===== src/logic/core_pkg.sv =====
package core_pkg;

  typedef logic [31:0] word_t;
  typedef logic [31:0] addr_t;
  typedef logic [4:0]  reg_idx_t;

  typedef enum logic [6:0] {
    op_lui    = 7'b0110111,
    op_auipc  = 7'b0010111,
    op_jal    = 7'b1101111,
    op_jalr   = 7'b1100111,
    op_branch = 7'b1100011,
    op_load   = 7'b0000011,
    op_store  = 7'b0100011,
    op_imm    = 7'b0010011,
    op_reg    = 7'b0110011
  } opcode_e;

  typedef enum logic [3:0] {
    alu_add, alu_sub, alu_and, alu_or, alu_xor,
    alu_slt, alu_pass_b, alu_eq, alu_ne, alu_lt
  } alu_op_e;

  typedef enum logic [1:0] {npc_seq, npc_jal, npc_jalr, npc_branch} npc_sel_e;

  typedef enum logic [1:0] {wb_alu, wb_seq, wb_target} wb_sel_e;

  typedef enum logic [1:0] {mem_none, mem_load, mem_store} mem_op_e;

  localparam addr_t reset_pc = 32'h0000_0000;
  localparam int mem_words = 1024;
  localparam int mem_addr_bits = $clog2(mem_words);
  localparam int bus_peers = 3; // Host, load/store, fetch.

endpackage


===== src/logic/bus_arbiter.sv =====
`timescale 1ns/1ps

module bus_arbiter import core_pkg::*; (
  input  logic  clock,
  input  logic  reset,
  input  logic  host_req_valid,
  output logic  host_req_ready,
  input  logic  host_req_write,
  input  addr_t host_req_addr,
  input  word_t host_req_wdata,
  output logic  host_rsp_valid,
  output word_t host_rsp_rdata,
  input  logic  lsu_req_valid,
  output logic  lsu_req_ready,
  input  logic  lsu_req_write,
  input  addr_t lsu_req_addr,
  input  word_t lsu_req_wdata,
  output logic  lsu_rsp_valid,
  output word_t lsu_rsp_rdata,
  input  logic  fetch_req_valid,
  output logic  fetch_req_ready,
  input  addr_t fetch_req_addr,
  output logic  fetch_rsp_valid,
  output word_t fetch_rsp_rdata,
  output logic  mem_req_valid,
  output logic  mem_req_write,
  output addr_t mem_req_addr,
  output word_t mem_req_wdata,
  input  logic  mem_rsp_valid,
  input  word_t mem_rsp_rdata
);

  logic [bus_peers-1:0] grant;
  logic [bus_peers-1:0] owner; // One-hot owner of the open transfer.
  logic idle;

  assign idle     = owner == '0;
  assign grant[0] = idle && host_req_valid;
  assign grant[1] = idle && lsu_req_valid && !host_req_valid;
  assign grant[2] = idle && fetch_req_valid && !host_req_valid && !lsu_req_valid;

  assign host_req_ready  = grant[0];
  assign lsu_req_ready   = grant[1];
  assign fetch_req_ready = grant[2];

  assign mem_req_valid = |grant;
  assign mem_req_write = (grant[0] && host_req_write) || (grant[1] && lsu_req_write);
  assign mem_req_addr  = grant[0] ? host_req_addr : grant[1] ? lsu_req_addr : fetch_req_addr;
  assign mem_req_wdata = grant[0] ? host_req_wdata : lsu_req_wdata;

  assign host_rsp_valid  = mem_rsp_valid && owner[0];
  assign lsu_rsp_valid   = mem_rsp_valid && owner[1];
  assign fetch_rsp_valid = mem_rsp_valid && owner[2];
  assign host_rsp_rdata  = mem_rsp_rdata;
  assign lsu_rsp_rdata   = mem_rsp_rdata;
  assign fetch_rsp_rdata = mem_rsp_rdata;

  always_ff @(posedge clock) begin
    if (reset) owner <= '0;
    else if (mem_rsp_valid) owner <= '0;
    else if (mem_req_valid) owner <= grant;
  end

endmodule


===== config.mk =====
export PLATFORM = sky130hd
export DESIGN_NAME = bus_arbiter
export DESIGN_NICKNAME = d
export VERILOG_FILES = /design/src/logic/core_pkg.sv /design/src/logic/bus_arbiter.sv
export SDC_FILE = /design/constraint.sdc
export NUM_CORES = 1
export LEC_CHECK = 0
export BUFFER_PORTS_ARGS = -buffer_cell sky130_fd_sc_hd__buf_2
export CAP_MARGIN = 20
export CORE_AREA = 2 2 142 144
export DETAILED_ROUTE_END_ITERATION = 7
export DIE_AREA = 0 0 144 146
export GPL_TIMING_DRIVEN = 0
export PLACE_DENSITY = 0.44
export SLEW_MARGIN = 40
export SYNTH_ARGS = -nofsm -noshare
export SYNTH_HDL_FRONTEND = slang
export SYNTH_SLANG_ARGS = --single-unit

===== constraint.sdc =====
create_clock -name clock -period 2.09 [get_ports clock]
set_clock_uncertainty 0.05 [all_clocks]
set_input_delay 0.1045 -clock clock [delete_from_list [all_inputs] [get_ports clock]]
set_output_delay 0.1045 -clock clock [all_outputs]
set_load 0.1 [all_outputs]

After elaboration in Yosys (flattened, before gate mapping)
Index checks and enable logic that the tools add are counted.
{"block": "classes", "mux": 3, "reduce_logical": 17}
{"cell": "32-bit two-way mux", "n": 3}
{"cell": "1-bit logical AND", "n": 11}
{"cell": "3-bit logical NOT", "n": 1}
{"cell": "3-bit OR reduction", "n": 1}
{"cell": "1-bit logical NOT", "n": 2}
{"cell": "2-bit OR reduction", "n": 1}
{"cell": "1-bit logical OR", "n": 1}
{"block": "totals", "ff_bits": 3, "inputBits": 200, "elab_cells": 21}

Logic depth before layout (Yosys ltp)
Gate-level depths: netlist of run 1.
{"block": "logic_depth", "word_depth": 5, "depth_mapped": 6, "mapped_depth_nobuf": 4}

Least setup slack after synthesis of run 1
Ideal clock, no wire load.
{"block": "synth_timing", "path_type": "register to output", "from": "register owner[0]", "to": "output port mem_req_write", "arrival_ns": 2.435, "path_slack_ns": -0.500, "path_stages_with_launch": 5, "n_path_buf": 2, "cell_sequence": "dfxtp_1 or3_1 buf_4 buf_6 a21oi_1"}
{"block": "synth_between", "elab_chain_cells": 5}
{"item": "start, declared", "line_no": "bus_arbiter.sv:34", "source": "logic [bus_peers-1:0] owner;"}
{"item": "start signal, assigned", "line_no": "bus_arbiter.sv:61", "source": "else if (mem_req_valid) owner <= grant;"}
{"item": "3-bit logical NOT *", "line_no": "bus_arbiter.sv:37", "source": "assign idle = owner == '0;"}
{"item": "1-bit logical AND (2 in a row)", "line_no": "bus_arbiter.sv:39", "source": "assign grant[1] = idle && lsu_req_valid && !host_req_valid;"}
{"item": "1-bit logical AND", "line_no": "bus_arbiter.sv:47", "source": "assign mem_req_write = (grant[0] && host_req_write) || (grant[1] && lsu_req_write);"}
{"item": "1-bit logical OR *", "line_no": "bus_arbiter.sv:47"}
{"item": "end, declared", "line_no": "bus_arbiter.sv:26", "source": "output logic mem_req_write,"}
Mark *: on every way between the ends. The rest lies on a longest branch, timed or not.

Worst setup path after layout of run 1
{"block": "layout_timing", "from": "register owner[1]", "to": "output port mem_req_addr[21]"}
{"block": "layout_between", "elab_chain_cells": 5}
{"item": "3-bit logical NOT *", "line_no": "bus_arbiter.sv:37"}
{"item": "1-bit logical AND (2 in a row)", "line_no": "bus_arbiter.sv:39"}
{"item": "32-bit two-way mux", "line_no": "bus_arbiter.sv:48", "source": "assign mem_req_addr = grant[0] ? host_req_addr : grant[1] ? lsu_req_addr : fetch_req_addr;"}
{"item": "32-bit two-way mux *", "line_no": "bus_arbiter.sv:48"}
{"item": "end, declared", "line_no": "bus_arbiter.sv:27", "source": "output addr_t mem_req_addr,"}
Marks and branches as above.

==> flow_summary_export.csv, run 1 <==
group,metric,value,unit
grt,grt_overflow,0,
synthesis,synth.distinct_cells,20,
outcome,outcome,"completed",
cells_and_area,antenna_cells,0,
job,maxCapViolCount,0,
cells_and_area,largest_reg_flops,3,
cells_and_area,drive_above_1_share,85.5,%
routing,via_per_inst,3.68,
grt,track_usage,9.66,%
routing,route.detailed.drc,0,
clocking,cts_root_buffer,"clkbuf_16",
floorplanning,start_util,10.7,%
clocking,cts_tree,"done",
synthesis,syn_nets,439,
sta,slew_viol_final,0,
setup_path,arrival,1.92,ns
grt,grt_pass1_vias,2815,
synthesis,yosysTopAreaCellShare,35.1,%
synthesis,ys_async_sr_fraction,0,%
sta,finalCriticalPeriod,2.07,ns
sta,worst_slew_pin_slew,0.521,ns
grt,grt_start_max_net_pins,11,
clocking,ctsLongestPathBuffers,2,
hold_path,hold_class,"input pin to register",
cells_and_area,fin_nets,780,
clocking,htreeDepth,1,
routing,wl_per_cell,14.0,um
setup_path,start_kind,"register",
pwr,p_leak,0.00248,uW
cells_and_area,seq_area,62.6,um^2
pwr,power_density,728,nW/um^2
clocking,cts_num_sinks,3,
synthesis,ys_seq_area_share,2.90,%
sta,hold_viol_final,0,
placement,gp_congestion,0.729,
routing,drt_iter0_drc,77,
synthesis,avgSynthCellArea,8.67,um^2
synthesis,ys_warn_count,0,
setup_path,path_max_fanout,10,
clocking,worst_skew_pair.late_latency,0.23,ns
floorplanning,fp.dieH,146,um
routing,routed_wl,11.8,mm
floorplanning,fp.dieW,144,um
cells_and_area,area_growth,129,%
cells_and_area,multi_input_area,1300,um^2
sta,maxSlewHeadroom,65.5,%
grt,grt_pass1_wl,15.6,mm
floorplanning,rows,51,
cells_and_area,largest_register,"owner",
sta,fin_ws,0.0202,ns
synthesis,yosysMostFrequentCell,"buf_4",
routing,antenna_left,0,
sta,max_freq,483,MHz
sta,finalCritPeriodShare,99.0,%
sta,setup_viol,0,
synthesis,synth_area,2070,um^2
pwr,vdd_drop_max,310,uV
placement,hpwl,10.1,mm
cells_and_area,top_regs,"owner x3",
synthesis,synth_area_leaders,"buf_4 (35%), mux2_1 (17%), o221a_2 (17%), o32a_1 (15%), dfxtp_1 (2.9%)",
synthesis,synth_edf_count,0,
clocking,path_clk_slew,0.03,ns
grt,antenna_found_initial,2,
synthesis,yosys.area.top_type,"buf_4",
routing,via_count,3110,
placement,port_buffers,335,
floorplanning,pin_count,368,
routing,dr.pass1.iters,4,
cells_and_area,nFillCells,2141,
setup_path,crit_required,1.94,ns
cells_and_area,final_core_util,24.6,%
synthesis,yosys_most_used_dff,"dfxtp_1",
setup_path,critPathKind,"register to primary output",
clocking,cts_made_buffers,3,
sta,rsz0062_at_grt,"yes",
floorplanning,core_area,19300,um^2
setup_path,worst_setup_path_end_kind,"primary output",
synthesis,synth_seq_cells,3,
synthesis,synth_cells,239,
floorplanning,die-area,21000,um^2
synthesis,yosys-top-cells-count,"buf_4 (97), mux2_1 (32), o221a_2 (32), o32a_1 (32), clkbuf_1 (14)",
placement,pre_cts_slack,-0.277,ns
==> path summary, 6_finish.rpt <==
path                           end  slack (ns)  startpoint  cells past startpoint
setup / recovery  mem_req_addr[21]        0.02    owner[1]                      6
hold / removal            owner[2]         0.1       reset                      3
hold reg to reg           owner[1]        0.46    owner[1]                      1
setup reg to reg          owner[0]        0.60    owner[0]                      6
==> final cells by class <==
cell class / instances / area share [%]
plain buffers: 116 / 18.3
clock buffers: 4 / 1.66
repair buffers: 338 / 44.0
inverters: 3 / 0.237
flip-flops and latches: 3 / 1.32
multi-input cells: 115 / 27.4
well taps: 265 / 6.98
==> worst max-delay path, stage by stage, from the launching register on <==
cell,delay [ns]
dfxtp_2,0.33
or3_4,0.41
buf_8,0.15
buf_6,0.14
o32a_1,0.35
o221a_4,0.13
buf_12,0.16
==> logic make-up (layout without fill, tap and decap cells) <==
| logic type | count (synthesis) | in the layout | share of synthesized area [%] |
|---|---|---|---|
| AOI/OAI and AO/OA | 68 | 68 | 34.2 |
| and+or+nand+nor | 15 | 15 | 4.11 |
| muxes | 32 | 32 | 17.4 |
| DFF | 3 | 3 | 2.90 |
| buffers and inverters | 121 | 461 | 41.4 |
==> what timing repair did <==
| action | CTS | global route |
|---|---|---|
| setup buffers | 2 | 0 |
| endpoints found under the setup margin | 67 | 31 |
| pin swaps | 2 | 1 |
| resized for setup | 92 | 62 |
| gates cloned | 1 | 0 |
| hold buffers | 0 | 0 |
==> where the power goes <==
part	leakage, uW	internal (uW)	total [uW]	switching (uW)
sequential	0.0000254	60.2	63.3	3.11
clock	0.0000382	252	305	53.0
combinational	0.00242	832	3090	2260
==> through the flow <==
step                      area [um^2]  TNS, ns  hold slack, ns  cells  power [uW]
final                            4750        0          0.0962    844        3460
after global routing             4750   -0.380           0.118    844        3570
after CTS                        4460        0           0.102    846        3320
after detailed placement         4100    -8.48           0.342    839        2850
after global placement           4100    -8.75           0.342    839        2860
after floorplan                  2090        0           0.230    239        2390
==> layout by cell type, fill, tap and decap left out, types with 2 or more instances in the layout <==
| master | Yosys | routed |
|---|---|---|
| clkbuf_16 | 0 | 3 |
| clkbuf_4 | 0 | 3 |
| buf_6 | 5 | 6 |
| nor2_2 | 0 | 2 |
| inv_1 | 2 | 2 |
| nor3_4 | 0 | 2 |
| buf_4 | 97 | 119 |
| buf_12 | 0 | 14 |
| o221a_4 | 0 | 14 |
| o21a_1 | 3 | 3 |
| mux2_1 | 32 | 32 |
| and2_1 | 3 | 3 |
| clkbuf_2 | 0 | 6 |
| buf_2 | 2 | 289 |
| o221a_2 | 32 | 18 |
| clkbuf_1 | 14 | 4 |
| dfxtp_2 | 0 | 2 |
| nor2_1 | 4 | 2 |
| o32a_1 | 32 | 32 |
| nand2_1 | 2 | 2 |
| buf_8 | 0 | 14 |
==> layer usage <==
layer | vias to the layer above | part of all wire [%] | global-route usage [%]
met5 | - | 0.10 | 0
met4 | 2 | 0.98 | 1.62
met3 | 12 | 9.2 | 1.94
met2 | 185 | 58 | 20.9
met1 | 1392 | 32 | 8.97
li1 | 1519 | - | -
Power figures use the tool's default switching activity.
==> run 2, diff against run 1 <==
--- a/config.mk
+++ b/config.mk
@@ -6,12 +6,14 @@
 export NUM_CORES = 1
 export LEC_CHECK = 0
 export BUFFER_PORTS_ARGS = -buffer_cell sky130_fd_sc_hd__buf_2
-export CAP_MARGIN = 20
-export CORE_AREA = 2 2 142 144
+export CAP_MARGIN = 5
+export CELL_PAD_IN_SITES_DETAIL_PLACEMENT = 1
+export CELL_PAD_IN_SITES_GLOBAL_PLACEMENT = 1
+export CORE_AREA = 2 2 143 145
 export DETAILED_ROUTE_END_ITERATION = 7
-export DIE_AREA = 0 0 144 146
+export DIE_AREA = 0 0 145 147
 export GPL_TIMING_DRIVEN = 0
-export PLACE_DENSITY = 0.44
+export PLACE_DENSITY = 0.64
 export SLEW_MARGIN = 40
 export SYNTH_ARGS = -nofsm -noshare
 export SYNTH_HDL_FRONTEND = slang
==> run 2 against run 1 <==
Compared with the run above: fmax fell by 0.66%; sequential share of layout area rose by 0.051 points; sequential power is essentially flat; global-route usage increased by 1.3 points; critical endpoint is now mem_req_addr[14]; highest routed layer unchanged.
==> flow_summary_export.csv, run 2 (synthesis results as in run 1) <==
group,metric,value,unit
setup_path,arrival,1.93,ns
sta,finalCritPeriodShare,99.7,%
cells_and_area,final_cells,850,
setup_path,r2r_end,"owner[2]",
sta,setup_viol,0,
setup_path,path_max_fanout,10,
cells_and_area,antenna_cells,0,
sta,worst_slew_pin_slew,0.552,ns
routing,antenna_left,0,
clocking,hold_buffers,0,
hold_path,whs_endpoint,"owner[0]",
placement,hpwl,11.0,mm
cells_and_area,area_growth,121,%
setup_path,worstRegToRegCells,4,
setup_path,critPathKind,"register to primary output",
clocking,path_clk_slew,0.03,ns
floorplanning,pin_count,368,
clocking,htreeDepth,1,
grt,grt_overflow,0,
hold_path,hold_class,"input pin to register",
grt,grt_pass1_wl,18.7,mm
job,maxCapViolCount,0,
sta,fin_hold_ws,0.0991,ns
sta,hold_viol_final,0,
placement,dp_cells,844,
floorplanning,fp.dieH,147,um
setup_path,crit_start,"owner[2]",
clocking,cts_made_buffers,3,
setup_path,crit_required,1.94,ns
sta,final.setup.tns,0,ns
cells_and_area,stdcell_area,4570,um^2
grt,grt_pass1_vias,3324,
setup_path,start_kind,"register",
cells_and_area,layout_commonest_cell,"buf_2",
floorplanning,core_area,19800,um^2
clocking,ctsLongestPathBuffers,2,
outcome,outcome,"completed",
clocking,cts_tree,"done",
setup_path,ff2ff_setup_slack,0.65,ns
pwr,p_leak,0.00241,uW
sta,slew_viol_final,0,
sta,finalCriticalPeriod,2.08,ns
placement,port_buffers,335,
routing,via_per_inst,3.76,
floorplanning,rows,52,
clocking,cts_num_sinks,3,
routing,wl_per_cell,15.4,um
cells_and_area,fin_nets,781,
sta,max_freq,480,MHz
routing,routed_wl,13.0,mm
placement,gp_congestion,0.736,
setup_path,worst_setup_path_end_kind,"primary output",
sta,maxSlewHeadroom,63.2,%
placement,post_dp_cell_area,4100,um^2
hold_path,min-delay-start,"reset",
sta,rsz0062_at_grt,"yes",
floorplanning,die-area,21300,um^2
routing,dr.pass1.iters,6,
routing,route.detailed.drc,0,
cells_and_area,top_regs,"owner x3",
pwr,vdd_drop_max,236,uV
cells_and_area,final_cell_mix,"buf_2 (289), buf_4 (117), o32a_1 (32)",
pwr,power_density,738,nW/um^2
setup_path,r2r-start,"owner[2]",
clocking,worst_skew_pair.late_latency,0.22,ns
clocking,cts_root_buffer,"clkbuf_16",
grt,antenna_found_initial,1,
grt,grt_start_max_net_pins,11,
cells_and_area,largest_register,"owner",
grt,track_usage,11.0,%
routing,via_count,3198,
cells_and_area,drive_above_1_share,85.3,%
hold_path,whs_path_depth,3,
floorplanning,start_util,10.4,%
floorplanning,fp.dieW,145,um
routing,drt_iter0_drc,58,
cells_and_area,largest_reg_flops,3,
==> run 2: changes by cell type in the layout (fill, tap and decap cells not counted), sizes merged <==
cell and delta:
buf -1, clkbuf +2
==> run 2: per-layer routing <==
metal / vias up / part of all wire [%] / routed length, um / track usage (%)
met4: 2 / 0.61 / 80 / 1.58
met5: - / 0.054 / 7 / 0
met2: 188 / 55 / 7220 / 22.8
li1: 1516 / - / - / -
met1: 1484 / 36 / 4650 / 10.9
met3: 8 / 8.4 / 1100 / 2.95
==> run 2: worst max-delay path by stage <==
stage	endpoint
after detailed placement	mem_req_addr[4]
after global placement	mem_req_addr[6]
after CTS	mem_req_addr[18]
after floorplan	owner[1]
after global routing	mem_req_addr[14]
final	mem_req_addr[14]
==> run 2: worst max-delay path, stage by stage, from the launching register on <==
cell and delay, ns:
dfxtp_2 0.33, or3_4 0.50, buf_8 0.18, o32a_1 0.35, o221a_2 0.15, buf_6 0.19
==> run 2: repair_timing <==
| item | CTS | global route |
|---|---|---|
| buffers inserted | 2 | 1 |
| gates resized for setup | 81 | 54 |
| setup endpoints to repair | 66 | 48 |
| pin swaps | 1 | 2 |
==> run 2: cell type report <==
| type | count | area [um^2] |
|---|---|---|
| Buffer | 117 | 870 |
| Clock buffer | 4 | 78.8 |
| Fill cell | 2456 | 15300 |
| Inverter | 3 | 11.3 |
| Multi-Input combinational cell | 115 | 1210 |
| Sequential cell | 3 | 62.6 |
| Tap cell | 270 | 338 |
| Timing Repair Buffer | 338 | 2000 |
==> run 2: power breakdown <==
part / internal (uW) / leakage (uW) / switching (uW) / total, uW
clock network: 252 / 0.0000382 / 49.9 / 301
registers: 60.2 / 0.0000253 / 3.38 / 63.6
logic: 754 / 0.00235 / 2250 / 3010
total: 1070 / 0.00241 / 2310 / 3370
==> run 2: metrics by stage <==
step / util, % / total power [uW] / setup WS (ns)
floorplan: - / 2390 / 0.00543
global placement: 20.7 / 2860 / -0.391
detailed placement: 20.7 / 2870 / -0.391
CTS: 22.4 / 3330 / 0.00262
global route: 23.0 / 3470 / -0.0244
finish: 23.0 / 3370 / 0.00644
==> run 3, diff against run 2 <==
==> constraint.sdc (replaced) <==
create_clock -name clock -period 2.55 [get_ports clock]
set_clock_uncertainty 0.05 [all_clocks]
set_input_delay 0.1275 -clock clock [delete_from_list [all_inputs] [get_ports clock]]
set_output_delay 0.1275 -clock clock [all_outputs]
set_load 0.1 [all_outputs]
==> run 3 against run 2 <==
Compared with the run above: highest routed layer is now met4; clock power shrank 18%; clock-buffer cell count is the same; hold slack gained 0.033 ns; final area shrank 8.7%; non-clock buffer count shrank 2; global-route usage shrank 0.45 points; combinational power shrank 24%; via count shrank 1.3%; flip-flop and latch count is the same; largest power group unchanged.
==> flow_summary_export.csv, run 3 (synthesis results as in run 1) <==
group,metric,value,unit
cells_and_area,top_regs,"owner x3",
cells_and_area,nFillCells,2481,
setup_path,ff2ff_setup_slack,0.91,ns
setup_path,r2r_end,"owner[0]",
routing,via_per_inst,3.72,
setup_path,cp_slowest_cell,"clkbuf_1",
clocking,cts_setup_buffers,0,
placement,hpwl,11.0,mm
routing,antenna_left,0,
routing,wl_per_cell,14.5,um
cells_and_area,antenna_cells,0,
grt,grt_pass1_wl,18.2,mm
grt,grt_overflow,0,
hold_path,hold_class,"input pin to register",
clocking,cts_tree,"done",
cells_and_area,largest_register,"owner",
pwr,power_density,619,nW/um^2
sta,final.setup.tns,0,ns
sta,finalCritPeriodShare,94.7,%
routing,route.detailed.drc,0,
cells_and_area,fin_nets,779,
setup_path,crit_path_end,"mem_req_addr[9]",
setup_path,path_max_fanout,10,
pwr,vdd_drop_max,261,uV
outcome,outcome,"completed",
setup_path,critPathKind,"register to primary output",
setup_path,cp_cell_sequence,"nor3_2 > clkbuf_1 > o221a_2 > buf_2",
grt,antenna_found_initial,0,
sta,finalCriticalPeriod,2.41,ns
setup_path,slowest_delay,0.52,ns
cells_and_area,largest_reg_flops,3,
pwr,p_leak,0.00226,uW
floorplanning,rows,52,
grt,grt_start_max_net_pins,11,
routing,dr.pass1.iters,4,
sta,hold_viol_final,0,
setup_path,crit_required,2.37,ns
clocking,ctsLongestPathBuffers,2,
clocking,path_clk_slew,0.03,ns
sta,setup_viol,0,
clocking,cts_made_buffers,3,
clocking,worst_skew_pair.late_latency,0.22,ns
cells_and_area,drive_above_1_share,83.4,%
job,maxCapViolCount,0,
sta,maxSlewHeadroom,60.3,%
grt,grt_pass1_vias,3349,
sta,rsz0062_at_grt,"no",
placement,gp_congestion,0.760,
routing,drt_iter0_drc,98,
setup_path,start_kind,"register",
placement,port_buffers,335,
sta,worst_slew_pin_slew,0.596,ns
setup_path,r2r-start,"owner[0]",
sta,max_freq,414,MHz
floorplanning,fp.dieW,145,um
floorplanning,pin_count,368,
grt,track_usage,10.5,%
cells_and_area,final_cell_mix,"buf_2 (337), buf_4 (97), mux2_1 (32), o32a_1 (32), o221a_2 (32)",
cells_and_area,layout_commonest_cell,"buf_2",
setup_path,worstRegToRegCells,6,
routing,routed_wl,12.3,mm
setup_path,worst_setup_path_end_kind,"primary output",
setup_path,crit_start,"owner[0]",
cells_and_area,final_core_util,21.0,%
clocking,cts_root_buffer,"clkbuf_16",
cells_and_area,area_growth,102,%
clocking,cts_num_sinks,3,
sta,slew_viol_final,0,
floorplanning,core_area,19800,um^2
clocking,htreeDepth,1,
floorplanning,fp.dieH,147,um
setup_path,arrival,2.24,ns
floorplanning,die-area,21300,um^2
floorplanning,start_util,10.4,%
routing,via_count,3155,
run 3: where the power goes:
| part | switching (uW) | total (uW) | internal, uW |
|---|---|---|---|
| Clock | 41.0 | 247 | 206 |
| Combinational | 1810 | 2290 | 473 |
| Sequential | 1.72 | 50.8 | 49.1 |
run 3: area by class of cell:
cell class	instances	area, um^2	share of cell area, %
inverters	3	11.3	0.270
multi-input cells	115	1160	27.8
repair buffers	335	1680	40.2
plain buffers	118	851	20.4
well taps	270	338	8.09
flip-flops and latches	3	60.1	1.44
clock buffers	4	78.8	1.89
run 3: worst min path at each step:
stage,startpoint,endpoint,slack (ns),cells after the start
after CTS,reset,owner[2],0.13,3
after floorplan,reset,owner[0],0.25,2
after global routing,reset,owner[1],0.16,3
after global placement,reset,owner[2],0.36,3
final,reset,owner[2],0.13,3
after detailed placement,reset,owner[2],0.36,3
run 3: stage by stage:
stage | total power [uW] | hold slack, ns | instances | cell area (um^2) | setup slack, ns
2_1_floorplan | 1960 | 0.253 | 239 | 2080 | 0.0495
3_5_place_dp | 2350 | 0.364 | 844 | 4090 | 0.158
3_3_place_gp | 2340 | 0.361 | 844 | 4090 | 0.186
6_report | 2580 | 0.132 | 848 | 4180 | 0.135
4_1_cts | 2610 | 0.130 | 848 | 4170 | 0.0194
5_1_grt | 2670 | 0.155 | 848 | 4180 | 0.00256
run 3: repair_timing:
action / in CTS / in global routing
hold buffers: 0 / 0
resized for setup: 0 / 6
endpoints found under the setup margin: 0 / 29
run 3: per-layer routing:
| metal | track usage [%] | share of wire [%] |
|---|---|---|
| met5 | 0 | 0 |
| met4 | 1.44 | 0.69 |
| met3 | 2.08 | 7.6 |
| met2 | 21.3 | 54 |
| met1 | 11.4 | 38 |
run 3: critical path, delay by kind of cell (launching register included):
kind | cells | cell delay (ns)
buffers and inverters | 2 | 0.95
and+or+nand+nor | 1 | 0.41
AOI/OAI and AO/OA | 1 | 0.32
DFF | 1 | 0.32
