<file path="src/logic/core_pkg.sv">
package core_pkg;

  typedef logic [31:0] word_t;
  typedef logic [31:0] addr_t;
  typedef logic [4:0]  reg_idx_t;

  typedef enum logic [6:0] {
    op_lui    = 7'b0110111,
    op_auipc  = 7'b0010111,
    op_jal    = 7'b1101111,
    op_jalr   = 7'b1100111,
    op_branch = 7'b1100011,
    op_load   = 7'b0000011,
    op_store  = 7'b0100011,
    op_imm    = 7'b0010011,
    op_reg    = 7'b0110011
  } opcode_e;

  typedef enum logic [3:0] {
    alu_add, alu_sub, alu_and, alu_or, alu_xor,
    alu_slt, alu_pass_b, alu_eq, alu_ne, alu_lt
  } alu_op_e;

  typedef enum logic [1:0] {npc_seq, npc_jal, npc_jalr, npc_branch} npc_sel_e;

  typedef enum logic [1:0] {wb_alu, wb_seq, wb_target} wb_sel_e;

  typedef enum logic [1:0] {mem_none, mem_load, mem_store} mem_op_e;

  localparam addr_t reset_pc = 32'h0000_0000;
  localparam int mem_words = 1024;
  localparam int mem_addr_bits = $clog2(mem_words);
  localparam int bus_peers = 3; // Host, load/store, fetch.

endpackage

</file>
<file path="src/logic/execute_unit.sv">
`timescale 1ns/1ps

module execute_unit import core_pkg::*; (
  input  logic     clock,
  input  logic     reset,
  input  logic     d_valid,
  output logic     d_ready,
  input  word_t    d_pc,
  input  word_t    d_imm,
  input  word_t    d_src1,
  input  word_t    d_src2,
  input  reg_idx_t d_rd,
  input  alu_op_e  d_alu_op,
  input  logic     d_operand2_imm,
  input  npc_sel_e d_npc_sel,
  input  wb_sel_e  d_wb_sel,
  input  mem_op_e  d_mem_op,
  output logic     redirect,
  output addr_t    redirect_pc,
  output logic     e_valid,
  input  logic     e_ready,
  output addr_t    e_pc,
  output reg_idx_t e_rd,
  output word_t    e_value,
  output word_t    e_store_data,
  output mem_op_e  e_mem_op
);

  function automatic word_t alu(alu_op_e op, word_t a, word_t b);
    case (op)
      alu_sub:         return a - b;
      alu_and:         return a & b;
      alu_or:          return a | b;
      alu_xor:         return a ^ b;
      alu_slt, alu_lt: return {31'b0, $signed(a) < $signed(b)};
      alu_pass_b:      return b;
      alu_eq:          return {31'b0, a == b};
      alu_ne:          return {31'b0, a != b};
      default:         return a + b;
    endcase
  endfunction

  word_t    operand1, operand2;
  addr_t    snpc, dnpc;
  alu_op_e  alu_op_q;
  npc_sel_e npc_sel_q;
  wb_sel_e  wb_sel_q;
  word_t    alu_result;
  addr_t    npc;
  logic     fresh; // First cycle of the held result.

  assign alu_result = alu(alu_op_q, operand1, operand2);

  always_comb begin
    case (npc_sel_q)
      npc_jal:    npc = dnpc;
      npc_jalr:   npc = alu_result & ~32'd1;
      npc_branch: npc = alu_result[0] ? dnpc : snpc;
      default:    npc = snpc;
    endcase
    case (wb_sel_q)
      wb_seq:    e_value = snpc;
      wb_target: e_value = dnpc;
      default:   e_value = alu_result;
    endcase
  end

  assign redirect    = fresh && npc != snpc;
  assign redirect_pc = npc;
  assign d_ready     = (!e_valid || e_ready) && !redirect; // Wrong-path item stays out.

  always_ff @(posedge clock) begin
    if (reset) begin
      e_valid <= 1'b0;
      fresh   <= 1'b0;
    end else begin
      fresh <= d_valid && d_ready;
      if (d_valid && d_ready) e_valid <= 1'b1;
      else if (e_ready) e_valid <= 1'b0;
    end
  end

  always_ff @(posedge clock) begin
    if (d_valid && d_ready) begin
      operand1     <= d_src1;
      operand2     <= d_operand2_imm ? d_imm : d_src2;
      snpc         <= d_pc + 32'd4;
      dnpc         <= d_pc + d_imm;
      alu_op_q     <= d_alu_op;
      npc_sel_q    <= d_npc_sel;
      wb_sel_q     <= d_wb_sel;
      e_pc         <= d_pc;
      e_rd         <= d_rd;
      e_store_data <= d_src2;
      e_mem_op     <= d_mem_op;
    end
  end

endmodule

</file>
<file path="config.mk">
export PLATFORM = sky130hd
export DESIGN_NAME = execute_unit
export DESIGN_NICKNAME = d
export VERILOG_FILES = /design/src/logic/core_pkg.sv /design/src/logic/execute_unit.sv
export SDC_FILE = /design/constraint.sdc
export NUM_CORES = 1
export LEC_CHECK = 0
export BUFFER_PORTS_ARGS = -buffer_cell sky130_fd_sc_hd__clkbuf_2
export CORE_MARGIN = 8
export CORE_UTILIZATION = 45
export DETAILED_ROUTE_END_ITERATION = 10
export GPL_TIMING_DRIVEN = 0
export PLACE_DENSITY = 0.62
export SLEW_MARGIN = 20
export SYNTH_ARGS = -nofsm -noshare
export SYNTH_HDL_FRONTEND = slang
export SYNTH_SLANG_ARGS = --single-unit
</file>
<file path="constraint.sdc">
create_clock -name clock -period 37 [get_ports clock]
set_clock_uncertainty 0.2 [all_clocks]
set_input_delay 5.55 -clock clock [delete_from_list [all_inputs] [get_ports clock]]
set_output_delay 5.55 -clock clock [all_outputs]
set_load 0.03 [all_outputs]
</file>
# Word-level counts from Yosys, hierarchy flattened

Cells that the tools add are included.

Bits in registers: 209
Word-level logic and storage cells: 53

Multiplexer cells: 7
Magnitude comparators: 1
Reductions and logical operators: 8
Equality and inequality tests: 17
Add/subtract/negate cells: 4
Bitwise operators: 3

Operator list:

| kind                    | count |
|---|---|
| $pmux W32 S8            | 1 |
| $pmux W32 S3            | 1 |
| $add A32 B32 Y32        | 2 |
| $mux W32                | 2 |
| $ne A32 B32 Y1          | 2 |
| $pmux W32 S2            | 1 |
| $add A32 B3 Y32 const B | 1 |
| $and A32 B32 Y32        | 1 |
| $eq A32 B32 Y1          | 1 |
| $lt A32 B32 Y1          | 1 |
| $or A32 B32 Y32         | 1 |
| $sub A32 B32 Y32        | 1 |
| $xor A32 B32 Y32        | 1 |
| $eq A4 B3 Y1 const B    | 4 |
| $eq A4 B2 Y1 const B    | 2 |
| $eq A4 B4 Y1 const B    | 2 |
| $eq A2 B2 Y1 const B    | 3 |
| $eq A2 B1 Y1 const B    | 2 |
| $eq A4 B1 Y1 const B    | 1 |
| $logic_and A1 B1 Y1     | 3 |
| $logic_not A1 Y1        | 2 |
| $mux W1                 | 2 |
| $reduce_bool A2 Y1      | 1 |
| $reduce_or A2 Y1        | 1 |
| $logic_or A1 B1 Y1      | 1 |

# Depth between registers and ports, before layout

Gate-level depths: netlist of the first run.

Word-level depth: 11
Gate-level depth with buffers: 17

# Worst setup path after synthesis of the first run

No wires, ideal clock.

Path kind: input-to-reg
From: input port e_ready
To: register alu_op_q[0] (enable)
Path buffers: 0
Path slack: 22,647 ps
Library setup time: 734 ps
Arrival: 13,420 ps
Cell stages on the path: 2
Cells stage by stage: nor2b_1 -> nor3b_2

Longest elaborated chain between the ends: 3

RTL lines:

| item                 | line               | text |
|---|---|---|
| from (decl)          | execute_unit.sv:21 | `input logic e_ready,` |
| $logic_or A1 B1 Y1   | execute_unit.sv:70 | `assign d_ready = (!e_valid \|\| e_ready) && !redirect;` |
| $logic_and A1 B1 Y1  | execute_unit.sv:70 |  |
| $logic_and A1 B1 Y1  | execute_unit.sv:84 | `if (d_valid && d_ready) begin` |
| to (signal assigned) | execute_unit.sv:89 | `alu_op_q <= d_alu_op;` |
| to (decl)            | execute_unit.sv:45 | `alu_op_e alu_op_q;` |

No other way between the ends.
A chain may end at the register's enable or synchronous reset.

# Final worst setup path of the first run

From: input port e_ready
To: output port d_ready

Longest elaborated chain between the ends: 2

RTL lines:

| item                | line               | text |
|---|---|---|
| $logic_or A1 B1 Y1  | execute_unit.sv:70 |  |
| $logic_and A1 B1 Y1 | execute_unit.sv:70 |  |
| to (decl)           | execute_unit.sv:7  | `output logic d_ready,` |

No other way between the ends.

==> flow_summary.json, run 1 <==
{
  "ys_seq_area_share_pct": 35.9,
  "ys_ff_latch": 207,
  "p_per_area_mw_per_mm2": 44.5,
  "rsz0062_at_grt": "no",
  "grt_overflow_total": 0,
  "postCtsSetupBuffers": 0,
  "reg2reg_to": "snpc[7]",
  "synthDistinctLibCells": 94,
  "finalWeightedCongestion": 0.972,
  "ys_dominant_reg_cell": "edfxtp_1",
  "numPortBuffers": 284,
  "path_max_fanout": 4,
  "async_flop_share_pct": 0,
  "finalCriticalPeriod_ns": 12.02,
  "synthAdderAreaFrac_pct": 9.78,
  "vias_per_cell": 6.16,
  "clock_latency_ns": 0.55,
  "muxShareOfSynthArea_pct": 5.20,
  "wl_per_cell_um": 26.5,
  "period_share_pct": 32.5,
  "syn-mean-instance-area_um2": 9.12,
  "fin_nets": 2497,
  "status": "complete, no violations",
  "clk_path_buf_depth": 3,
  "layout-drive-gt1-share_pct": 19.7,
  "grt_start_max_net_pins": 18,
  "die_h_um": 212,
  "vias": 16900,
  "synth-compound-area-share_pct": 22.9,
  "cts_tree": "built",
  "cts.sinks": 207,
  "wl_um": 72600,
  "crit_path_start": "e_ready",
  "clockPowerShare_pct": 26.4,
  "grt_antenna_before_repair": 2,
  "yosys.area_share.xor_xnor_pct": 5.89,
  "drcViolationCount": 0,
  "seqPwrFrac_pct": 33.8,
  "place_area_mm2": 0.0195,
  "end_kind": "output pin",
  "grt_use_total_pct": 31.2,
  "required_ns": 31.25,
  "hpwl_um": 58400,
  "clock.fmax_ghz": 0.0832,
  "diodes": 0,
  "netlist_area_mm2": 0.0173,
  "worstReg2RegStart": "operand2[14]",
  "setup_viol_count_final": 0,
  "power_switching_w": 0.000365,
  "hold_viol": 0,
  "first_pass_iters": 5,
  "worst_slew_pin_slew_ns": 1.13,
  "cts_hold_buf": 0,
  "post-place-cells": 2700,
  "die_w_um": 212,
  "synthesis.nets": 2172,
  "grt_pass1_vias": 16500,
  "rrSetupSlack_ns": 29.98,
  "synth_top_family_by_area": "compound AO/OA/AOI/OAI gates",
  "p_int_w": 0.000536,
  "postCtsResizedCells": 0,
  "synth_edf_count": 205,
  "cp.arrival_ns": 6.27,
  "ir_drop_mv": 0.0382,
  "crit_type": "input port to output pin",
  "crit_end": "d_ready",
  "initial_core_util_pct": 45.7,
  "stdcell_area_mm2": 0.0203,
  "rows": 71,
  "cap_viol_max_count": 0,
  "reg2reg_depth": 20,
  "ant_nets": 0,
  "combPwrFrac_pct": 39.8,
  "synthSimpleGateAreaFrac_pct": 15.0,
  "tns_ns": 0,
  "max-slew-margin-rel_pct": 23.7,
  "drv_slew": 0,
  "fin_cells": 2743,
  "grt_pass1_wl_um": 105000,
  "syn-instance-count": 1891,
  "yosys_warnings": 0,
  "ctsHtreeMaxLevel": 1,
  "dr.first_iter.drc_count": 1791,
  "cts-buffers-inserted": 25,
  "leakagePower_nw": 8.38,
  "dieArea_mm2": 0.0449,
  "cts-root-buf": "clkbuf_16",
  "ios": 286,
  "clk_pin_slew_worst_paths_ns": 0.06,
  "startpoint_type": "input port",
  "core_region_area_mm2": 0.0378,
  "sw_frac_of_total_pct": 40.5,
  "area_growth_pct": 17.5,
  "min-delay-path-class": "flip-flop to flip-flop"
}
per-layer routing:
metal | GRT usage [%] | share of wire (%) | vias to the layer above
met1 | 41.3 | 42 | 8117
met5 | 0 | 0.018 | -
li1 | - | - | 7715
met3 | 5.50 | 8.2 | 158
met2 | 50.5 | 46 | 903
met4 | 11.9 | 4.0 | 2
sequential cells by signal, summed over array words and instances, names as in the netlist:
name	count
e_pc	32
operand2	32
e_valid	1
snpc	30
alu_op_q	4
operand1	32
dnpc	32
fresh	1
e_rd	5
e_mem_op	2
npc_sel_q	2
e_store_data	32
wb_sel_q	2
worst min-delay path by stage:
stage / startpoint / end / slack, ns / depth (start not counted)
detailed placement: fresh / e_valid / 0.38 / 3
global route: fresh / e_valid / 0.41 / 3
finish: fresh / e_valid / 0.40 / 3
CTS: fresh / e_valid / 0.40 / 3
floorplan: fresh / e_valid / 0.38 / 3
global placement: fresh / e_valid / 0.37 / 3
layout by cell type (no fill, tap or decap), types with 24 or more instances in the layout:
| master | instances |
|---|---|
| a211oi_1 | 33 |
| a21o_1 | 27 |
| a21oi_1 | 160 |
| a221oi_1 | 31 |
| a22oi_1 | 24 |
| buf_2 | 36 |
| clkbuf_1 | 64 |
| clkbuf_16 | 25 |
| clkbuf_2 | 284 |
| edfxtp_1 | 205 |
| ha_1 | 130 |
| inv_1 | 120 |
| mux2_2 | 36 |
| mux2i_1 | 48 |
| nand2_1 | 136 |
| nand2b_1 | 27 |
| nand3_1 | 43 |
| nor2_1 | 140 |
| nor2b_1 | 28 |
| nor3_1 | 37 |
| o211ai_1 | 30 |
| o21ai_0 | 113 |
| o31ai_1 | 26 |
| xnor2_1 | 86 |
| xor2_1 | 30 |
through the flow:
| stage | worst slack, ns | total power [W] | utilization, % | hold slack, ns |
|---|---|---|---|---|
| after detailed placement | 25.01 | 0.000660 | 51.6 | 0.378 |
| after floorplan | 22.65 | 0.000535 | - | 0.379 |
| after global placement | 19.38 | 0.000660 | 51.1 | 0.368 |
| final | 24.98 | 0.000902 | 53.7 | 0.395 |
| after global routing | 24.95 | 0.000939 | 53.7 | 0.415 |
| after CTS | 25.00 | 0.000900 | 53.7 | 0.395 |
synthesized netlist by cell type, drive strengths merged (38+ instances only):
cell type	instances	area, um^2
clkbuf	61	229
nand2	136	510
edfxtp	205	6160
mux2i	48	480
xnor2	86	753
o21ai	119	596
nand3	43	215
ha	130	1630
nor3	38	195
buf	45	229
inv	122	458
a21oi	162	833
nor2	140	526
critical path, stage by stage:
cell	delay [ns]
clkbuf_2	0.08
nor2b_1	0.35
nor2_1	0.08
clkbuf_2	0.20
power groups by stage:
stage / Combinational, W / Clock, W / Sequential [W]
after floorplan: 0.000218 / 0 / 0.000317
after global placement: 0.000345 / 0 / 0.000315
after detailed placement: 0.000351 / 0 / 0.000309
after CTS: 0.000353 / 0.000243 / 0.000304
after global routing: 0.000382 / 0.000251 / 0.000306
final: 0.000359 / 0.000238 / 0.000304
cell families (layout without fill, tap and decap cells):
family | count (synthesis) | count (layout)
buf+inv | 230 | 571
xor+xnor | 116 | 116
compound gates | 594 | 594
simple gates | 526 | 526
fa+ha+maj | 133 | 133
mux | 85 | 85
flops | 207 | 207
final cells by class:
class                      count  area [um^2]
inverter                     124          465
clock inverter                15          135
timing repair buffer         298         1590
fill                        3584        17500
multi-input combinational   1454        10100
sequential                   207         6200
buffer                       106          458
tap                          511          639
clock buffer                  28          637
No activity file was read; power rests on OpenSTA's default activity.
==> inputs of run 2 (changes only) <==
clock period = 11.43 ns   (was 37 ns; I/O delays follow)
==> run 2 against run 1 <==
Net effect:
- final area up 0.70%
- final cell count up 0.11%
- core utilization increased by 0.37 points
- power rose to 3.4 times the previous value
- combinational power grew to 3.2 times the previous value
- critical endpoint unchanged
==> flow_summary.json, run 2 (synthesis results as in run 1) <==
{
  "max-slew-margin-rel_pct": 21.1,
  "postCtsSetupBuffers": 0,
  "ant_nets": 0,
  "rrSetupSlack_ns": 4.61,
  "crit_path_top_delay_cell": "a211oi_1",
  "holdCritStartpoint": "fresh",
  "cts.sinks": 207,
  "path_max_fanout": 10,
  "grt_pass1_wl_um": 106000,
  "clockPowerShare_pct": 29.0,
  "tns_ns": 0,
  "hold_slack_ns": 0.476,
  "min_to": "fresh",
  "seqPwrFrac_pct": 32.6,
  "combPwrFrac_pct": 38.4,
  "dieArea_mm2": 0.0449,
  "cp_num_buf_inv": 3,
  "grt_overflow_total": 0,
  "cap_viol_max_count": 0,
  "wl_per_cell_um": 26.3,
  "reg2reg_depth": 20,
  "core_region_area_mm2": 0.0378,
  "worst_slack_ns": 3.71,
  "required_ns": 9.52,
  "vias": 16800,
  "clk_pin_slew_worst_paths_ns": 0.06,
  "dp_slack_ns": 4.49,
  "vias_per_cell": 6.12,
  "layout-drive-gt1-share_pct": 19.7,
  "finalCriticalPeriod_ns": 7.72,
  "area_growth_pct": 18.3,
  "rows": 71,
  "worst_slew_pin_slew_ns": 1.18,
  "postCtsResizedCells": 0,
  "grt_antenna_before_repair": 0,
  "setup_viol_count_final": 0,
  "p_per_area_mw_per_mm2": 148,
  "ir_drop_mv": 0.149,
  "ctsHtreeMaxLevel": 1,
  "clock.fmax_ghz": 0.130,
  "grt_use_total_pct": 31.2,
  "crit_chain": "inv_1, ha_1, clkbuf_1, nand4_1, o22ai_1, nor2_1, o21ai_0, a221o_1, xnor2_1, a211oi_1, xor2_1, and2_1, and4_4, a21oi_4, nor2_1, clkbuf_2",
  "period_share_pct": 67.5,
  "cts_tree": "built",
  "startpoint_type": "flip-flop",
  "first_pass_iters": 8,
  "grt_pass1_vias": 16500,
  "numPortBuffers": 284,
  "end_kind": "output pin",
  "cp.arrival_ns": 5.81,
  "finalWeightedCongestion": 0.991,
  "grt_start_max_net_pins": 18,
  "worstReg2RegStart": "operand2[14]",
  "rsz0062_at_grt": "no",
  "cts_hold_buf": 0,
  "clock_latency_ns": 0.58,
  "dr.first_iter.drc_count": 1821,
  "initial_core_util_pct": 45.7,
  "ios": 286,
  "sw_frac_of_total_pct": 39.4,
  "clk_path_buf_depth": 3,
  "diodes": 0,
  "reg2reg_to": "dnpc[4]",
  "fin_nets": 2498,
  "utilization_pct": 54.1,
  "final_common_cell": "clkbuf_2",
  "hold_viol": 0,
  "stdcell_area_mm2": 0.0204,
  "status": "complete, no violations",
  "cts-root-buf": "clkbuf_16",
  "final_cell_mix": "clkbuf_2 (284), edfxtp_1 (205), a21oi_1 (160)",
  "hpwl_um": 58300,
  "critPathMaxStageDelay_ns": 0.97,
  "drcViolationCount": 0,
  "die_w_um": 212,
  "cpLargestDelayFamily": "compound AO/OA/AOI/OAI gates",
  "wl_um": 72300,
  "power_switching_w": 0.00119,
  "drv_slew": 0,
  "place_area_mm2": 0.0195,
  "p_int_w": 0.00183,
  "cts-buffers-inserted": 25,
  "die_h_um": 212,
  "holdPathStages": 3,
  "path_common_cell": "nor2_1",
  "crit_type": "flip-flop to output pin",
  "min-delay-path-class": "flip-flop to flip-flop",
  "leakagePower_nw": 8.44
}
run 2: cell types whose count changed in the layout (fill, tap and decap cells not counted), sizes merged:
cell / before / now
bufinv: 2 / 6
clkbuf: 373 / 376
clkinv: 11 / 9
inv: 125 / 123
buf: 59 / 60
clkinvlp: 1 / 0
run 2: worst max path at each step:
stage	startpoint	to	slack (ns)	cells after the start
2_1_floorplan	operand1[1]	alu_op_q[0]	2.09	15
3_3_place_gp	operand2[25]	operand2[2]	-1.36	15
3_5_place_dp	operand2[0]	d_ready	4.49	16
4_1_cts	operand2[0]	d_ready	3.87	16
5_1_grt	operand2[0]	d_ready	3.52	16
6_report	operand2[14]	d_ready	3.71	16
run 2: area by class of cell:
| type | count | area (um^2) |
|---|---|---|
| multi-input combinational | 1454 | 10100 |
| buffer | 106 | 458 |
| sequential | 207 | 6200 |
| inverter | 124 | 465 |
| clock inverter | 14 | 236 |
| tap | 511 | 639 |
| timing repair buffer | 299 | 1620 |
| clock buffer | 31 | 648 |
| fill | 3575 | 17300 |
run 2: stage by stage:
stage | total power (W) | std cells
global placement | 0.00213 | 2686
detailed placement | 0.00213 | 2701
floorplan | 0.00173 | 1891
CTS | 0.00301 | 2746
finish | 0.00302 | 2746
global route | 0.00314 | 2746
run 2: power groups by stage:
| stage | sequential, W | combinational, W | clock (W) |
|---|---|---|---|
| after global placement | 0.00101 | 0.00111 | 0 |
| final | 0.000985 | 0.00116 | 0.000878 |
| after global routing | 0.000990 | 0.00123 | 0.000913 |
| after CTS | 0.000983 | 0.00114 | 0.000888 |
| after floorplan | 0.00102 | 0.000705 | 0 |
| after detailed placement | 0.000998 | 0.00113 | 0 |
run 2: tightest hold or removal path, stage by stage, from the launching register on:
cell and delay, ns:
dfxtp_1 0.30, nand2_1 0.09, a21oi_4 0.06, nor3_2 0.17
run 2: routing by layer:
layer / part of all wire (%) / GRT usage, %
met5: 0 / 0
met2: 45 / 49.3
met3: 8.2 / 5.41
met1: 42 / 41.9
met4: 4.8 / 12.7
==> inputs of run 3 (changes only) <==
ABC_AREA = 1   (was not set)
clock period = 8.05 ns   (was 11.43 ns; I/O delays follow)
==> run 3 against run 2 <==
Net effect:
- largest cell class unchanged
- critical path depth grew 8
- via count increased by 8.9%
- clock power up 24%
==> flow_summary.json, run 3 <==
{
  "syn-mean-instance-area_um2": 7.53,
  "leakagePower_nw": 9.74,
  "utilization_pct": 53.3,
  "ant_nets": 0,
  "vias": 18300,
  "worst_slew_pin_slew_ns": 1.09,
  "ys_dominant_reg_cell": "edfxtp_1",
  "synthesis.nets": 2635,
  "cts.sinks": 207,
  "ir_drop_mv": 0.164,
  "reg2reg_depth": 25,
  "end_kind": "output pin",
  "synth_edf_count": 205,
  "diodes": 0,
  "cts_hold_buf": 0,
  "die_h_um": 215,
  "nFillCells": 3842,
  "numPortBuffers": 284,
  "finalWeightedCongestion": 1.05,
  "holdPathStages": 2,
  "rows": 72,
  "cts-buffers-inserted": 25,
  "min_to": "e_valid",
  "cts-root-buf": "clkbuf_16",
  "yosys_warnings": 0,
  "setup_viol_count_final": 0,
  "final_common_cell": "nand2_1",
  "ios": 286,
  "grt_pass1_wl_um": 107000,
  "clock.fmax_ghz": 0.157,
  "rsz0062_at_grt": "no",
  "yosysMostFrequentCell": "nand2_1",
  "netlist.area_leader.share_pct": 34.7,
  "path_max_fanout": 4,
  "min-delay-path-class": "flip-flop to flip-flop",
  "syn-instance-count": 2354,
  "netlist_area_mm2": 0.0177,
  "die_w_um": 215,
  "async_flop_share_pct": 0,
  "synthTopCellsByCount": "nand2_1 (486), inv_1 (339), a21oi_1 (206)",
  "period_share_pct": 79.1,
  "status": "complete, no violations",
  "fin_nets": 2948,
  "hold_viol": 0,
  "crit_type": "flip-flop to output pin",
  "rrSetupSlack_ns": 2.07,
  "drcViolationCount": 0,
  "clock_latency_ns": 0.58,
  "grt_start_max_net_pins": 93,
  "reg2reg_to": "operand1[0]",
  "area_growth_pct": 16.4,
  "crit_path_top_delay_cell": "o21ai_0",
  "worstReg2RegStart": "operand2[0]",
  "yosysTopAreaCell": "edfxtp_1",
  "crit_chain": "ha_1, fa_1, inv_1, nand2_1, nand2_1, nand2_1, o21ai_0, nand3_1, nand3_1, nor2_1, o21ai_0, nand3_1, nand3_1, nand2_1, nand2_1, nand3_1, nor2_1, nand2_1, nor2_2, nand2_2, nand2_4, inv_2, a21oi_2, clkbuf_2",
  "ys_seq_area_share_pct": 34.9,
  "dieArea_mm2": 0.0460,
  "wl_per_cell_um": 22.9,
  "dr.first_iter.drc_count": 1773,
  "postCtsResizedCells": 0,
  "clk_pin_slew_worst_paths_ns": 0.05,
  "grt_use_total_pct": 30.3,
  "synthDistinctLibCells": 58,
  "cap_viol_max_count": 0,
  "hold_slack_ns": 0.327,
  "ctsHtreeMaxLevel": 1,
  "postCtsSetupBuffers": 0,
  "ys_ff_latch": 207,
  "startpoint_type": "flip-flop",
  "max-slew-margin-rel_pct": 27.1,
  "cts_tree": "built",
  "layout-drive-gt1-share_pct": 17.0,
  "holdCritStartpoint": "e_valid",
  "grt_antenna_before_repair": 2,
  "required_ns": 6.64,
  "initial_core_util_pct": 45.8,
  "synth.area.top_cells": "edfxtp_1 (35%), nand2_1 (10%), ha_1 (9.2%)",
  "grt_pass1_vias": 17900,
  "clk_path_buf_depth": 3,
  "first_pass_iters": 6,
  "hpwl_um": 59200,
  "wl_um": 73400,
  "grt_overflow_total": 0,
  "finalCriticalPeriod_ns": 6.37,
  "vias_per_cell": 5.71,
  "cp.arrival_ns": 4.96,
  "drv_slew": 0,
  "core_region_area_mm2": 0.0387,
  "critPathMaxStageDelay_ns": 0.63,
  "final_cell_mix": "nand2_1 (486), inv_1 (338), clkbuf_2 (284)",
  "path_common_cell": "nand2_1",
  "p_per_area_mw_per_mm2": 191
}
[run 3: area by class of cell]
type / count / area [um^2] / share of cell area (%)
Buffer: 71 / 384 / 1.86
Clock buffer: 37 / 691 / 3.35
Clock inverter: 8 / 81.3 / 0.394
Inverter: 354 / 1340 / 6.47
Multi-Input combinational cell: 1722 / 9830 / 47.6
Sequential cell: 207 / 6200 / 30.0
Tap cell: 518 / 648 / 3.14
Timing Repair Buffer: 286 / 1480 / 7.15
[run 3: cells by family after synthesis]
group,synth area share (%)
AOI/OAI and AO/OA,15.0
xor gates and xnor gates,3.11
adders and majority gates,9.51
buffers and inverters,9.66
DFF,34.9
muxes,1.97
and+or+nand+nor,25.8
[run 3: worst max-delay path by stage]
stage	from	to	slack [ns]	depth (start not counted)
2_1_floorplan	operand2[0]	alu_op_q[0]	0.42	29
3_3_place_gp	operand2[0]	operand1[0]	-2.25	23
3_5_place_dp	operand1[0]	operand1[0]	2.17	26
4_1_cts	operand1[0]	d_ready	1.77	25
5_1_grt	operand2[0]	d_ready	1.40	24
6_report	operand2[0]	d_ready	1.68	24
[run 3: worst max-delay path, delay by kind of cell (launching register included)]
kind | cells | cell delay (ns)
AND/OR/NAND/NOR | 16 | 1.78
AO/OA/AOI/OAI | 3 | 1.07
adder cells (fa/ha/maj) | 2 | 0.69
flip-flops | 1 | 0.44
buffers and inverters | 3 | 0.40
[run 3: where the power goes]
group          total, W  switching, W  internal [W]
Sequential      0.00137     0.0000691       0.00130
Combinational   0.00148       0.00106      0.000423
Clock           0.00109      0.000466      0.000626
[run 3: stage by stage]
stage | TNS [ns] | area (um^2) | setup WS, ns | power [W] | std cells
final | 0 | 20600 | 1.68 | 0.00394 | 3203
after global routing | 0 | 20600 | 1.40 | 0.00412 | 3203
after CTS | 0 | 20600 | 1.77 | 0.00394 | 3203
after detailed placement | 0 | 19900 | 2.17 | 0.00284 | 3158
after global placement | -454.04 | 19800 | -2.25 | 0.00283 | 3156
after floorplan | 0 | 17700 | 0.421 | 0.00233 | 2354
[run 3: routing by layer]
layer  part of all wire (%)  up-vias  routed length, um  global-route usage, %
met5                  0.012        -                  9                      0
met4                    3.8        2               2760                   10.8
met3                    9.1      159               6670                   5.74
met2                     47      897              34400                   51.2
met1                     40     8607              29600                   38.2
li1                       -     8626                  -                      -
